## config.mk

```make
export PLATFORM = sky130hd
export DESIGN_NAME = fix_message_builder
export DESIGN_NICKNAME = d
export VERILOG_FILES = /design/src/logic/fix_pkg.sv /design/src/logic/fix_field_sequencer.sv /design/src/logic/fix_field_store.sv /design/src/logic/fix_checksum.sv /design/src/logic/fix_message_builder.sv
export SDC_FILE = /design/constraint.sdc
export NUM_CORES = 1
export LEC_CHECK = 0
export BUFFER_PORTS_ARGS = -buffer_cell sky130_fd_sc_hd__buf_2
export CORE_AREA = 2 2 205 207
export DETAILED_ROUTE_END_ITERATION = 7
export DIE_AREA = 0 0 207 209
export MAX_ROUTING_LAYER = met4
export PLACE_DENSITY_LB_ADDON = 0.08
export SLEW_MARGIN = 10
export SYNTH_ARGS = -nofsm -noshare
export SYNTH_HDL_FRONTEND = slang
export SYNTH_SLANG_ARGS = --single-unit
```

## constraint.sdc

```tcl
create_clock -name clk -period 18 [get_ports clk]
set_clock_uncertainty 0.15 [all_clocks]
set_input_delay 1.8 -clock clk [delete_from_list [all_inputs] [get_ports clk]]
set_output_delay 1.8 -clock clk [all_outputs]
set_load 0.01 [all_outputs]
```

## src/logic/fix_pkg.sv

```systemverilog
`default_nettype none

package fix_pkg;

	// byte widths of the tag and value words
	localparam int VAL_BYTES = 8;
	localparam int TAG_BYTES = 4;

	// first character in the top byte, unused low bytes zero
	typedef logic [8*VAL_BYTES-1:0] field_val_t;
	typedef logic [8*TAG_BYTES-1:0] fix_tag_t;
	typedef logic [3:0] val_size_t;
	typedef logic [2:0] tag_size_t;

	typedef enum logic [1:0] {
		MSG_LOGON,
		MSG_HEARTBEAT,
		MSG_LOGOUT
	} msg_type_t;

	// field order on the wire
	typedef enum logic [3:0] {
		FLD_BEGIN_STRING,
		FLD_BODY_LENGTH,
		FLD_SEQ_NUM,
		FLD_MSG_TYPE,
		FLD_SENDER,
		FLD_SEND_TIME,
		FLD_TARGET,
		FLD_ENCRYPT,
		FLD_HB_INT,
		FLD_CHECKSUM
	} field_id_t;

	localparam field_val_t BEGIN_STRING_VAL = {"FIX.4.2", 8'h00};
	localparam val_size_t BEGIN_STRING_SIZE = 4'd7;

	// MsgType codes
	localparam logic [7:0] MSGTYPE_LOGON = "A";
	localparam logic [7:0] MSGTYPE_HEARTBEAT = "0";
	localparam logic [7:0] MSGTYPE_LOGOUT = "5";

	localparam logic [7:0] ENCRYPT_NONE = "0";
	localparam logic [7:0] ASCII_EQ = 8'h3D;
	localparam logic [7:0] ASCII_SOH = 8'h01;
	localparam logic [7:0] ASCII_ZERO = 8'h30;

	// tag numbers as left aligned strings
	localparam fix_tag_t TAG_BEGIN_STRING = {"8", 24'h0};
	localparam fix_tag_t TAG_BODY_LENGTH = {"9", 24'h0};
	localparam fix_tag_t TAG_SEQ_NUM = {"34", 16'h0};
	localparam fix_tag_t TAG_MSG_TYPE = {"35", 16'h0};
	localparam fix_tag_t TAG_SENDER = {"49", 16'h0};
	localparam fix_tag_t TAG_SEND_TIME = {"52", 16'h0};
	localparam fix_tag_t TAG_TARGET = {"56", 16'h0};
	localparam fix_tag_t TAG_ENCRYPT = {"98", 16'h0};
	localparam fix_tag_t TAG_HB_INT = {"108", 8'h0};
	localparam fix_tag_t TAG_CHECKSUM = {"10", 16'h0};

endpackage

`default_nettype wire

```

## src/logic/fix_field_sequencer.sv

```systemverilog
`default_nettype none

module fix_field_sequencer (
	input  logic                clk,
	input  logic                rst,
	input  logic                start_i,
	input  fix_pkg::msg_type_t  msg_type_i,
	input  logic                field_ready_i,
	output logic                field_valid_o,
	output fix_pkg::field_id_t  field_id_o,
	output fix_pkg::msg_type_t  msg_type_o,
	output logic                load_o,
	output logic                done_o
);
	import fix_pkg::*;

	typedef enum logic {
		S_IDLE,
		S_EMIT
	} state_t;

	state_t    state;
	field_id_t next_field;
	logic      accept;

	assign accept = field_valid_o && field_ready_i;
	assign field_valid_o = (state == S_EMIT);

	// values are captured by the store in the start cycle
	assign load_o = (state == S_IDLE) && start_i;

	always_comb begin
		case (field_id_o)
			FLD_BEGIN_STRING: next_field = FLD_BODY_LENGTH;
			FLD_BODY_LENGTH:  next_field = FLD_SEQ_NUM;
			FLD_SEQ_NUM:      next_field = FLD_MSG_TYPE;
			FLD_MSG_TYPE:     next_field = FLD_SENDER;
			FLD_SENDER:       next_field = FLD_SEND_TIME;
			FLD_SEND_TIME:    next_field = FLD_TARGET;
			// encrypt method and heartbeat interval exist only in logon
			FLD_TARGET: begin
				if (msg_type_o == MSG_LOGON) begin
					next_field = FLD_ENCRYPT;
				end else begin
					next_field = FLD_CHECKSUM;
				end
			end
			FLD_ENCRYPT:      next_field = FLD_HB_INT;
			FLD_HB_INT:       next_field = FLD_CHECKSUM;
			default:          next_field = FLD_CHECKSUM;
		endcase
	end

	always_ff @(posedge clk) begin
		if (rst) begin
			state <= S_IDLE;
			field_id_o <= FLD_BEGIN_STRING;
			msg_type_o <= MSG_HEARTBEAT;
			done_o <= 1'b0;
		end else begin
			done_o <= 1'b0;
			case (state)
				S_IDLE: begin
					if (start_i) begin
						state <= S_EMIT;
						field_id_o <= FLD_BEGIN_STRING;
						msg_type_o <= msg_type_i;
					end
				end
				S_EMIT: begin
					if (accept) begin
						if (field_id_o == FLD_CHECKSUM) begin
							// checksum is the last field
							state <= S_IDLE;
							done_o <= 1'b1;
						end else begin
							field_id_o <= next_field;
						end
					end
				end
				default: state <= S_IDLE;
			endcase
		end
	end

	// a stalled field stays on the bus unchanged
	assert property (@(posedge clk) disable iff (rst)
		field_valid_o && !field_ready_i |=> field_valid_o && $stable(field_id_o));

	// end of message is flagged only once the stream has gone quiet
	assert property (@(posedge clk) disable iff (rst)
		!(done_o && field_valid_o));

endmodule

`default_nettype wire

```

## src/logic/fix_field_store.sv

```systemverilog
`default_nettype none

module fix_field_store (
	input  logic                clk,
	input  logic                rst,
	input  logic                load_i,
	input  fix_pkg::msg_type_t  msg_type_i,
	input  fix_pkg::field_id_t  field_id_i,
	input  fix_pkg::field_val_t body_length_i,
	input  fix_pkg::val_size_t  body_length_size_i,
	input  fix_pkg::field_val_t seq_num_i,
	input  fix_pkg::val_size_t  seq_num_size_i,
	input  fix_pkg::field_val_t sender_i,
	input  fix_pkg::val_size_t  sender_size_i,
	input  fix_pkg::field_val_t send_time_i,
	input  fix_pkg::val_size_t  send_time_size_i,
	input  fix_pkg::field_val_t target_i,
	input  fix_pkg::val_size_t  target_size_i,
	input  fix_pkg::field_val_t hb_int_i,
	input  fix_pkg::val_size_t  hb_int_size_i,
	output fix_pkg::fix_tag_t   tag_o,
	output fix_pkg::tag_size_t  tag_size_o,
	output fix_pkg::field_val_t val_o,
	output fix_pkg::val_size_t  val_size_o
);
	import fix_pkg::*;

	field_val_t body_length_r, seq_num_r, sender_r, send_time_r, target_r, hb_int_r;
	val_size_t  body_length_sz, seq_num_sz, sender_sz, send_time_sz, target_sz, hb_int_sz;
	logic [7:0] type_code;

	// value words
	always_ff @(posedge clk) begin
		if (load_i) begin
			body_length_r <= body_length_i;
			seq_num_r <= seq_num_i;
			sender_r <= sender_i;
			send_time_r <= send_time_i;
			target_r <= target_i;
			hb_int_r <= hb_int_i;
		end
	end

	// sizes start out empty
	always_ff @(posedge clk) begin
		if (rst) begin
			body_length_sz <= '0;
			seq_num_sz <= '0;
			sender_sz <= '0;
			send_time_sz <= '0;
			target_sz <= '0;
			hb_int_sz <= '0;
		end else if (load_i) begin
			body_length_sz <= body_length_size_i;
			seq_num_sz <= seq_num_size_i;
			sender_sz <= sender_size_i;
			send_time_sz <= send_time_size_i;
			target_sz <= target_size_i;
			hb_int_sz <= hb_int_size_i;
		end
	end

	always_comb begin
		case (msg_type_i)
			MSG_LOGON:  type_code = MSGTYPE_LOGON;
			MSG_LOGOUT: type_code = MSGTYPE_LOGOUT;
			default:    type_code = MSGTYPE_HEARTBEAT;
		endcase
	end

	always_comb begin
		tag_o = '0;
		tag_size_o = '0;
		val_o = '0;
		val_size_o = '0;
		case (field_id_i)
			FLD_BEGIN_STRING: begin
				tag_o = TAG_BEGIN_STRING;
				tag_size_o = 3'd1;
				val_o = BEGIN_STRING_VAL;
				val_size_o = BEGIN_STRING_SIZE;
			end
			FLD_BODY_LENGTH: begin
				tag_o = TAG_BODY_LENGTH;
				tag_size_o = 3'd1;
				val_o = body_length_r;
				val_size_o = body_length_sz;
			end
			FLD_SEQ_NUM: begin
				tag_o = TAG_SEQ_NUM;
				tag_size_o = 3'd2;
				val_o = seq_num_r;
				val_size_o = seq_num_sz;
			end
			FLD_MSG_TYPE: begin
				tag_o = TAG_MSG_TYPE;
				tag_size_o = 3'd2;
				val_o = {type_code, {(8*(VAL_BYTES-1)){1'b0}}};
				val_size_o = 4'd1;
			end
			FLD_SENDER: begin
				tag_o = TAG_SENDER;
				tag_size_o = 3'd2;
				val_o = sender_r;
				val_size_o = sender_sz;
			end
			FLD_SEND_TIME: begin
				tag_o = TAG_SEND_TIME;
				tag_size_o = 3'd2;
				val_o = send_time_r;
				val_size_o = send_time_sz;
			end
			FLD_TARGET: begin
				tag_o = TAG_TARGET;
				tag_size_o = 3'd2;
				val_o = target_r;
				val_size_o = target_sz;
			end
			FLD_ENCRYPT: begin
				tag_o = TAG_ENCRYPT;
				tag_size_o = 3'd2;
				val_o = {ENCRYPT_NONE, {(8*(VAL_BYTES-1)){1'b0}}};
				val_size_o = 4'd1;
			end
			FLD_HB_INT: begin
				tag_o = TAG_HB_INT;
				tag_size_o = 3'd3;
				val_o = hb_int_r;
				val_size_o = hb_int_sz;
			end
			// digits filled in by the checksum stage
			FLD_CHECKSUM: begin
				tag_o = TAG_CHECKSUM;
				tag_size_o = 3'd2;
				val_size_o = 4'd3;
			end
			default: ;
		endcase
	end

endmodule

`default_nettype wire

```

## src/logic/fix_checksum.sv

```systemverilog
`default_nettype none

module fix_checksum (
	input  logic                clk,
	input  logic                rst,
	input  logic                load_i,
	input  logic                accept_i,
	input  fix_pkg::field_id_t  field_id_i,
	input  fix_pkg::fix_tag_t   tag_i,
	input  fix_pkg::tag_size_t  tag_size_i,
	input  fix_pkg::field_val_t val_i,
	input  fix_pkg::val_size_t  val_size_i,
	output fix_pkg::fix_tag_t   tag_o,
	output fix_pkg::tag_size_t  tag_size_o,
	output fix_pkg::field_val_t val_o,
	output fix_pkg::val_size_t  val_size_o
);
	import fix_pkg::*;

	logic [7:0] sum_r;
	logic [7:0] field_sum;
	logic [7:0] hundreds;
	logic [7:0] tens;
	logic [7:0] ones;
	logic       is_checksum;
	field_val_t checksum_val;

	assign is_checksum = (field_id_i == FLD_CHECKSUM);

	// bytes of one field as "tag=value<SOH>"
	always_comb begin
		field_sum = ASCII_EQ + ASCII_SOH;
		for (int i = 0; i < TAG_BYTES; i++) begin
			if (i < tag_size_i) begin
				field_sum = field_sum + tag_i[8*(TAG_BYTES-1-i) +: 8];
			end
		end
		for (int i = 0; i < VAL_BYTES; i++) begin
			if (i < val_size_i) begin
				field_sum = field_sum + val_i[8*(VAL_BYTES-1-i) +: 8];
			end
		end
	end

	// running sum mod 256, restarts with every message
	always_ff @(posedge clk) begin
		if (rst || load_i) begin
			sum_r <= '0;
		end else if (accept_i && !is_checksum) begin
			sum_r <= sum_r + field_sum;
		end
	end

	// three decimal digits, leading zeros kept
	assign hundreds = ASCII_ZERO + sum_r / 8'd100;
	assign tens = ASCII_ZERO + (sum_r / 8'd10) % 8'd10;
	assign ones = ASCII_ZERO + sum_r % 8'd10;
	assign checksum_val = {hundreds, tens, ones, {(8*(VAL_BYTES-3)){1'b0}}};

	assign tag_o = tag_i;
	assign tag_size_o = tag_size_i;
	assign val_o = is_checksum ? checksum_val : val_i;
	assign val_size_o = val_size_i;

	// an oversized value would drop bytes from the sum
	assert property (@(posedge clk) disable iff (rst)
		accept_i |-> val_size_i <= VAL_BYTES);

endmodule

`default_nettype wire

```

## src/logic/fix_message_builder.sv

```systemverilog
`default_nettype none

module fix_message_builder (
	input  logic                clk,
	input  logic                rst,
	input  logic                start_i,
	input  fix_pkg::msg_type_t  msg_type_i,
	input  fix_pkg::field_val_t body_length_i,
	input  fix_pkg::val_size_t  body_length_size_i,
	input  fix_pkg::field_val_t seq_num_i,
	input  fix_pkg::val_size_t  seq_num_size_i,
	input  fix_pkg::field_val_t sender_i,
	input  fix_pkg::val_size_t  sender_size_i,
	input  fix_pkg::field_val_t send_time_i,
	input  fix_pkg::val_size_t  send_time_size_i,
	input  fix_pkg::field_val_t target_i,
	input  fix_pkg::val_size_t  target_size_i,
	input  fix_pkg::field_val_t hb_int_i,
	input  fix_pkg::val_size_t  hb_int_size_i,
	input  logic                field_ready_i,
	output logic                field_valid_o,
	output fix_pkg::fix_tag_t   tag_o,
	output fix_pkg::tag_size_t  tag_size_o,
	output fix_pkg::field_val_t val_o,
	output fix_pkg::val_size_t  val_size_o,
	output logic                done_o
);
	import fix_pkg::*;

	field_id_t  field_id;
	msg_type_t  msg_type;
	logic       load;
	logic       accept;
	fix_tag_t   store_tag;
	tag_size_t  store_tag_size;
	field_val_t store_val;
	val_size_t  store_val_size;

	assign accept = field_valid_o && field_ready_i;

	fix_field_sequencer i_sequencer (
		.clk           (clk),
		.rst           (rst),
		.start_i       (start_i),
		.msg_type_i    (msg_type_i),
		.field_ready_i (field_ready_i),
		.field_valid_o (field_valid_o),
		.field_id_o    (field_id),
		.msg_type_o    (msg_type),
		.load_o        (load),
		.done_o        (done_o)
	);

	fix_field_store i_store (
		.clk                (clk),
		.rst                (rst),
		.load_i             (load),
		.msg_type_i         (msg_type),
		.field_id_i         (field_id),
		.body_length_i      (body_length_i),
		.body_length_size_i (body_length_size_i),
		.seq_num_i          (seq_num_i),
		.seq_num_size_i     (seq_num_size_i),
		.sender_i           (sender_i),
		.sender_size_i      (sender_size_i),
		.send_time_i        (send_time_i),
		.send_time_size_i   (send_time_size_i),
		.target_i           (target_i),
		.target_size_i      (target_size_i),
		.hb_int_i           (hb_int_i),
		.hb_int_size_i      (hb_int_size_i),
		.tag_o              (store_tag),
		.tag_size_o         (store_tag_size),
		.val_o              (store_val),
		.val_size_o         (store_val_size)
	);

	fix_checksum i_checksum (
		.clk        (clk),
		.rst        (rst),
		.load_i     (load),
		.accept_i   (accept),
		.field_id_i (field_id),
		.tag_i      (store_tag),
		.tag_size_i (store_tag_size),
		.val_i      (store_val),
		.val_size_i (store_val_size),
		.tag_o      (tag_o),
		.tag_size_o (tag_size_o),
		.val_o      (val_o),
		.val_size_o (val_size_o)
	);

endmodule

`default_nettype wire

```

## After elaboration in Yosys (flattened, before gate mapping)

Index checks and enable logic that the tools add are counted.

- Input bits: 414
- Flip-flop bits (word level): 424

- Reductions and logical operators: 13
- Mux-type cells: 29
- $lt $le $gt $ge: 12
- Equality and inequality tests: 13
- Bitwise logic cells: 2
- Divide/modulo/power cells: 4
- $add $sub $neg: 16

Operators with widths:

| cell | number |
|---|---|
| 64-bit case mux with 9 select lines | 1 |
| 30-bit case mux with 10 select lines | 1 |
| 8-bit adder | 12 |
| 8-bit 2-to-1 mux | 12 |
| 64-bit 2-to-1 mux | 1 |
| 4-bit case mux with 9 select lines | 1 |
| 4-bit case mux with 8 select lines | 1 |
| 6-bit by 8-bit adder with 8-bit output, first input constant | 3 |
| 4-bit by 3-bit == test with 1-bit output, second input constant | 4 |
| 3-bit by 4-bit < comparator with 1-bit output, first input constant | 4 |
| 8-bit by 4-bit modulo with 8-bit output, second input constant | 2 |
| 4-bit 2-to-1 mux | 4 |
| 7-bit case mux with 2 select lines | 1 |
| 8-bit by 4-bit divider with 8-bit output, second input constant | 1 |
| 8-bit by 7-bit divider with 8-bit output, second input constant | 1 |
| 4-bit by 2-bit == test with 1-bit output, second input constant | 2 |
| 4-bit == test, second input constant | 2 |
| 1-bit by 4-bit < comparator with 1-bit output, first input constant | 2 |
| 2-bit by 4-bit < comparator with 1-bit output, first input constant | 2 |
| 4-bit case mux with 2 select lines | 1 |
| 6-bit by 6-bit adder with 7-bit output, first input constant | 1 |
| 7-bit OR reduction | 1 |
| 2-bit case mux with 3 select lines | 1 |
| 4-bit by 1-bit == test with 1-bit output, second input constant | 1 |
| 17 further kinds | 27 |

## Logic depth before layout (Yosys ltp)

- Word-level depth: 28
- Depth in mapped cells: 71
- Gate-level depth less buffers: 68

## Cells and area by module

Synthesis repeated with hierarchy kept, for this count alone.

- Cell total of the unflattened synthesis: 1976
- Area total of the unflattened synthesis: 22859.4 um^2

Modules (own cells, without submodules):

| module | area each (um^2) | seq. area each (um^2) | cells each | instances |
|---|---|---|---|---|
| fix_field_store | 15758.9 | 12011.5 | 956 | 1 |
| fix_checksum | 6750.2 | 160.2 | 979 | 1 |
| fix_field_sequencer | 344.1 | 160.2 | 40 | 1 |
| fix_message_builder | 6.3 | 0.0 | 1 | 1 |

## Worst setup path before layout

Ideal clock, no wire load.

- Path kind: input-to-reg
- From: input start_i
- To: register i_store.body_length_r[0], enable pin
- Arrival time: 12531 ps
- Buffers on the path: 1
- Path slack: 4421 ps
- Stages on the path: 3
- Path through: nand2b_1 -> inv_2 -> buf_1

- Longest elaborated chain between the ends: 1

Ends and longest elaborated chain:

| element | line | RTL |
|---|---|---|
| from (decl) | fix_message_builder.sv:6 | `input logic start_i,` |
| 1-bit logical AND | fix_field_sequencer.sv:30 | `assign load_o = (state == S_IDLE) && start_i;` |
| via i_checksum.load_i | fix_checksum.sv:6 | `input logic load_i,` |
| to (signal assigned) | fix_field_store.sv:35 | `body_length_r <= body_length_i;` |
| to (decl) | fix_field_store.sv:28 | `field_val_t body_length_r, seq_num_r, sender_r, send_time_r, target_r, hb_int_r;` |

The timed path passes the listed nets, and every way through them passes these cells.
A chain may end at the register's enable or synchronous reset.

## Final worst setup path

- From: register i_sequencer.field_id_o[1]
- To: register i_checksum.sum_r[7]

- Longest elaborated chain between the ends: 28
- Elaborated cells between the ends (all ways): 56

Ends and longest elaborated chain:

| element | line | RTL |
|---|---|---|
| from (decl) | fix_field_sequencer.sv:10 | `output fix_pkg::field_id_t field_id_o,` |
| from (signal assigned) | fix_field_sequencer.sv:77 | `field_id_o <= next_field;` |
| branches (longest 28 deep; another with 8-bit adder) | -- |  |
| to (signal assigned) | fix_checksum.sv:50 | `sum_r <= sum_r + field_sum;` |
| to (decl) | fix_checksum.sv:20 | `logic [7:0] sum_r;` |

Parallel ways; which one is timed is not known.

==> impl_metrics.env <==
export IMPL_gp_congestion=0.934
export IMPL_maxSlewViolCount=0
export IMPL_timing_critical_path_slowest_stage_cell="dfxtp_1"
export IMPL_r2r_cells=65
export IMPL_area_growth_pct=21.4
export IMPL_path_clk_slew_ns=0.06
export IMPL_cpMostUsedCell="ha_1"
export IMPL_fin_crit_sh=0.771
export IMPL_failed_checks="design-rule violations"
export IMPL_avgRoutedWirePerCell_um=23.7
export IMPL_multi_input_area_um2=7680
export IMPL_worstPathRequired_ns=18.30
export IMPL_wirelength_mm=65.0
export IMPL_ys_seq_area_frac=0.599
export IMPL_ctsHoldBuffers=0
export IMPL_finalSetupViolations=0
export IMPL_cpPeakStageDelay_ns=1.01
export IMPL_via_per_inst=5.82
export IMPL_core_area_um2=41300
export IMPL_drive_above_1_share=0.301
export IMPL_die_h_um=209
export IMPL_ys_ff_latch=424
export IMPL_whs_path_depth=2
export IMPL_n_fill_cell=3460
export IMPL_min_path_type="register to register"
export IMPL_first_iter_violations=1802
export IMPL_peakVddDrop_v=0.0000990
export IMPL_grt_antenna_before_repair=22
export IMPL_min_period_ns=13.87
export IMPL_drc=1
export IMPL_power_switching_mw=1.05
export IMPL_ant_nets=0
export IMPL_cts_max_level=2
export IMPL_cp_depth=65
export IMPL_arrival_ns=14.18
export IMPL_rows=75
export IMPL_portBuffers=500
export IMPL_p_comb_frac=0.375
export IMPL_die_area_um2=43300
export IMPL_mostFrequentLayoutCell="buf_2"
export IMPL_die_w_um=207
export IMPL_slew_headroom=0.280
export IMPL_p_int_mw=2.20
export IMPL_leakage_nw=10.2
export IMPL_maxCapViolCount=0
export IMPL_post_cts_buffers=0
export IMPL_power_frac_clock=0.263
export IMPL_clock_path_buffers=3
export IMPL_first_pass_iters=8
export IMPL_grt_pass1_wl_mm=95.0
export IMPL_rrSetupSlack_ns=4.13
export IMPL_cts_sinks=424
export IMPL_final_cell_mix="500 x buf_2, 384 x edfxtp_1, 210 x nand2_1"
export IMPL_worst_skew_pair_late_latency_ns=0.57
export IMPL_outcome="complete, but fails checks"
export IMPL_placed_area_um2=23600
export IMPL_tightest_slew_ns=1.08
export IMPL_p_per_area_nw_per_um2=130
export IMPL_start_kind="register"
export IMPL_fmax_mhz=72.1
export IMPL_nets=2649
export IMPL_clockRootBuffer="clkbuf_16"
export IMPL_rsz0062_at_grt="false"
export IMPL_end_kind="register"
export IMPL_vias=16000
export IMPL_ff_latch_area_um2=12300
export IMPL_p_seq_frac=0.362
export IMPL_critPathTopFamily="adder cells"
export IMPL_netlist_instances=1657
export IMPL_synthArstFlopShare=0
export IMPL_ios=519
export IMPL_grt_overflow_total=0
export IMPL_tns_ns=0
export IMPL_grt_pass1_vias=15500
export IMPL_grt_use_total=0.302
export IMPL_power_switching_share=0.324
export IMPL_ys_flop_type="edfxtp_1"
export IMPL_initial_core_util=0.499
export IMPL_grt_max_degree=100
export IMPL_cts_buffers=44
export IMPL_cts_resized=0
export IMPL_hold_violations=0
export IMPL_synth_distinct_cells=89
export IMPL_cts_tree="yes"
export IMPL_synth_edff_count=384
export IMPL_whs_ns=0.317
export IMPL_synth_area_per_cell_um2=12.4
export IMPL_dp_hpwl_mm=48.4
export IMPL_netlist_area_um2=20600
export IMPL_path_class="register to register"
export IMPL_cp_num_buf_inv=6
export IMPL_crit_path_max_fanout=29
export IMPL_final_area_um2=25000
export IMPL_yosysWarningCount=0
-- per-stage QoR --
stage | total power [mW] | setup WS, ns | std cells | utilization
after floorplan | 2.17 | 4.42 | 1674 | -
after global placement | 2.38 | 4.54 | 2638 | 0.572
after detailed placement | 2.40 | 4.30 | 2638 | 0.572
after CTS | 3.25 | 4.28 | 2717 | 0.604
after global routing | 3.44 | 2.95 | 2739 | 0.606
final | 3.25 | 4.13 | 2743 | 0.606
-- Yosys cell counts (all sizes together), types with 6 or more instances --
master | count | area (um^2)
a31oi | 15 | 93.8
clkbuf | 49 | 184
o21ai | 56 | 280
nor3 | 22 | 110
mux2 | 32 | 360
fa | 11 | 220
ha | 79 | 988
mux2i | 14 | 140
nand3b | 6 | 45.0
nand2 | 210 | 788
nor2b | 20 | 128
xnor2 | 43 | 377
edfxtp | 384 | 11500
inv | 54 | 203
buf | 55 | 323
nand3 | 22 | 123
nand2b | 15 | 93.8
a221oi | 10 | 111
o211ai | 12 | 100
o21bai | 13 | 97.6
a222oi | 99 | 991
nor2 | 87 | 329
a21oi | 94 | 474
a21o | 27 | 203
or2 | 9 | 56.3
a211oi | 8 | 60.1
nand4 | 37 | 231
a22oi | 9 | 67.6
o21a | 9 | 67.6
dfxtp | 40 | 801
xor2 | 20 | 175
-- area by class of cell --
cell class / count / share of cell area
Antenna cell: 26 / 0.00260
Clock buffer: 54 / 0.0455
Clock inverter: 25 / 0.00775
Inverter: 55 / 0.00860
Multi-Input combinational cell: 1091 / 0.307
Sequential cell: 424 / 0.493
Tap cell: 539 / 0.0270
Timing Repair Buffer: 529 / 0.109
-- power groups by stage --
stage               clock (mW)  combinational (mW)  sequential [mW]
finish                   0.854                1.22             1.18
global route             0.905                1.35             1.18
CTS                      0.867                1.21             1.18
detailed placement           0                1.20             1.20
global placement             0                1.19             1.19
floorplan                    0               0.960             1.21
-- state kept, by name, indices dropped and copies added (netlist names) --
signal / count
i_store.seq_num_sz: 4
i_store.sender_r: 64
i_store.target_sz: 4
i_store.body_length_r: 64
i_store.send_time_sz: 4
i_store.send_time_r: 64
i_sequencer.done_o: 1
i_store.hb_int_sz: 4
i_store.target_r: 64
i_checksum.sum_r: 8
i_store.hb_int_r: 64
i_sequencer.field_id_o: 4
i_store.seq_num_r: 64
i_sequencer.field_valid_o: 1
i_store.body_length_sz: 4
i_sequencer.msg_type_o: 2
i_store.sender_sz: 4
-- tightest hold or removal path: stages (launching register included) --
cell and delay (ns):
dfxtp_1 0.31, nand2_1 0.06, a21oi_1 0.05
-- cell families after synthesis --
logic type / synth area share
other: 0.000365
muxes: 0.0254
and+or+nand+nor: 0.107
adders and majority gates: 0.0592
AOI/OAI and AO/OA: 0.147
DFF: 0.599
buffers and inverters: 0.0346
xor gates and xnor gates: 0.0279
-- final timing paths --
kind	startpoint	to
max	i_sequencer.field_id_o[1]	i_checksum.sum_r[7]
min	i_store.target_sz[0]	i_store.target_sz[0]
max reg2reg	i_sequencer.field_id_o[1]	i_checksum.sum_r[7]
min reg2reg	i_store.target_sz[0]	i_store.target_sz[0]
-- layer usage --
metal  vias up  routed length [um]  global-route usage
met3       103                5920              0.0672
met4         0                1810              0.0961
met2       721               31100               0.478
met1      7729               26100               0.390
li1       7415                   -                   -
met5         -                   0                   -
Power figures use the tool's default switching activity.
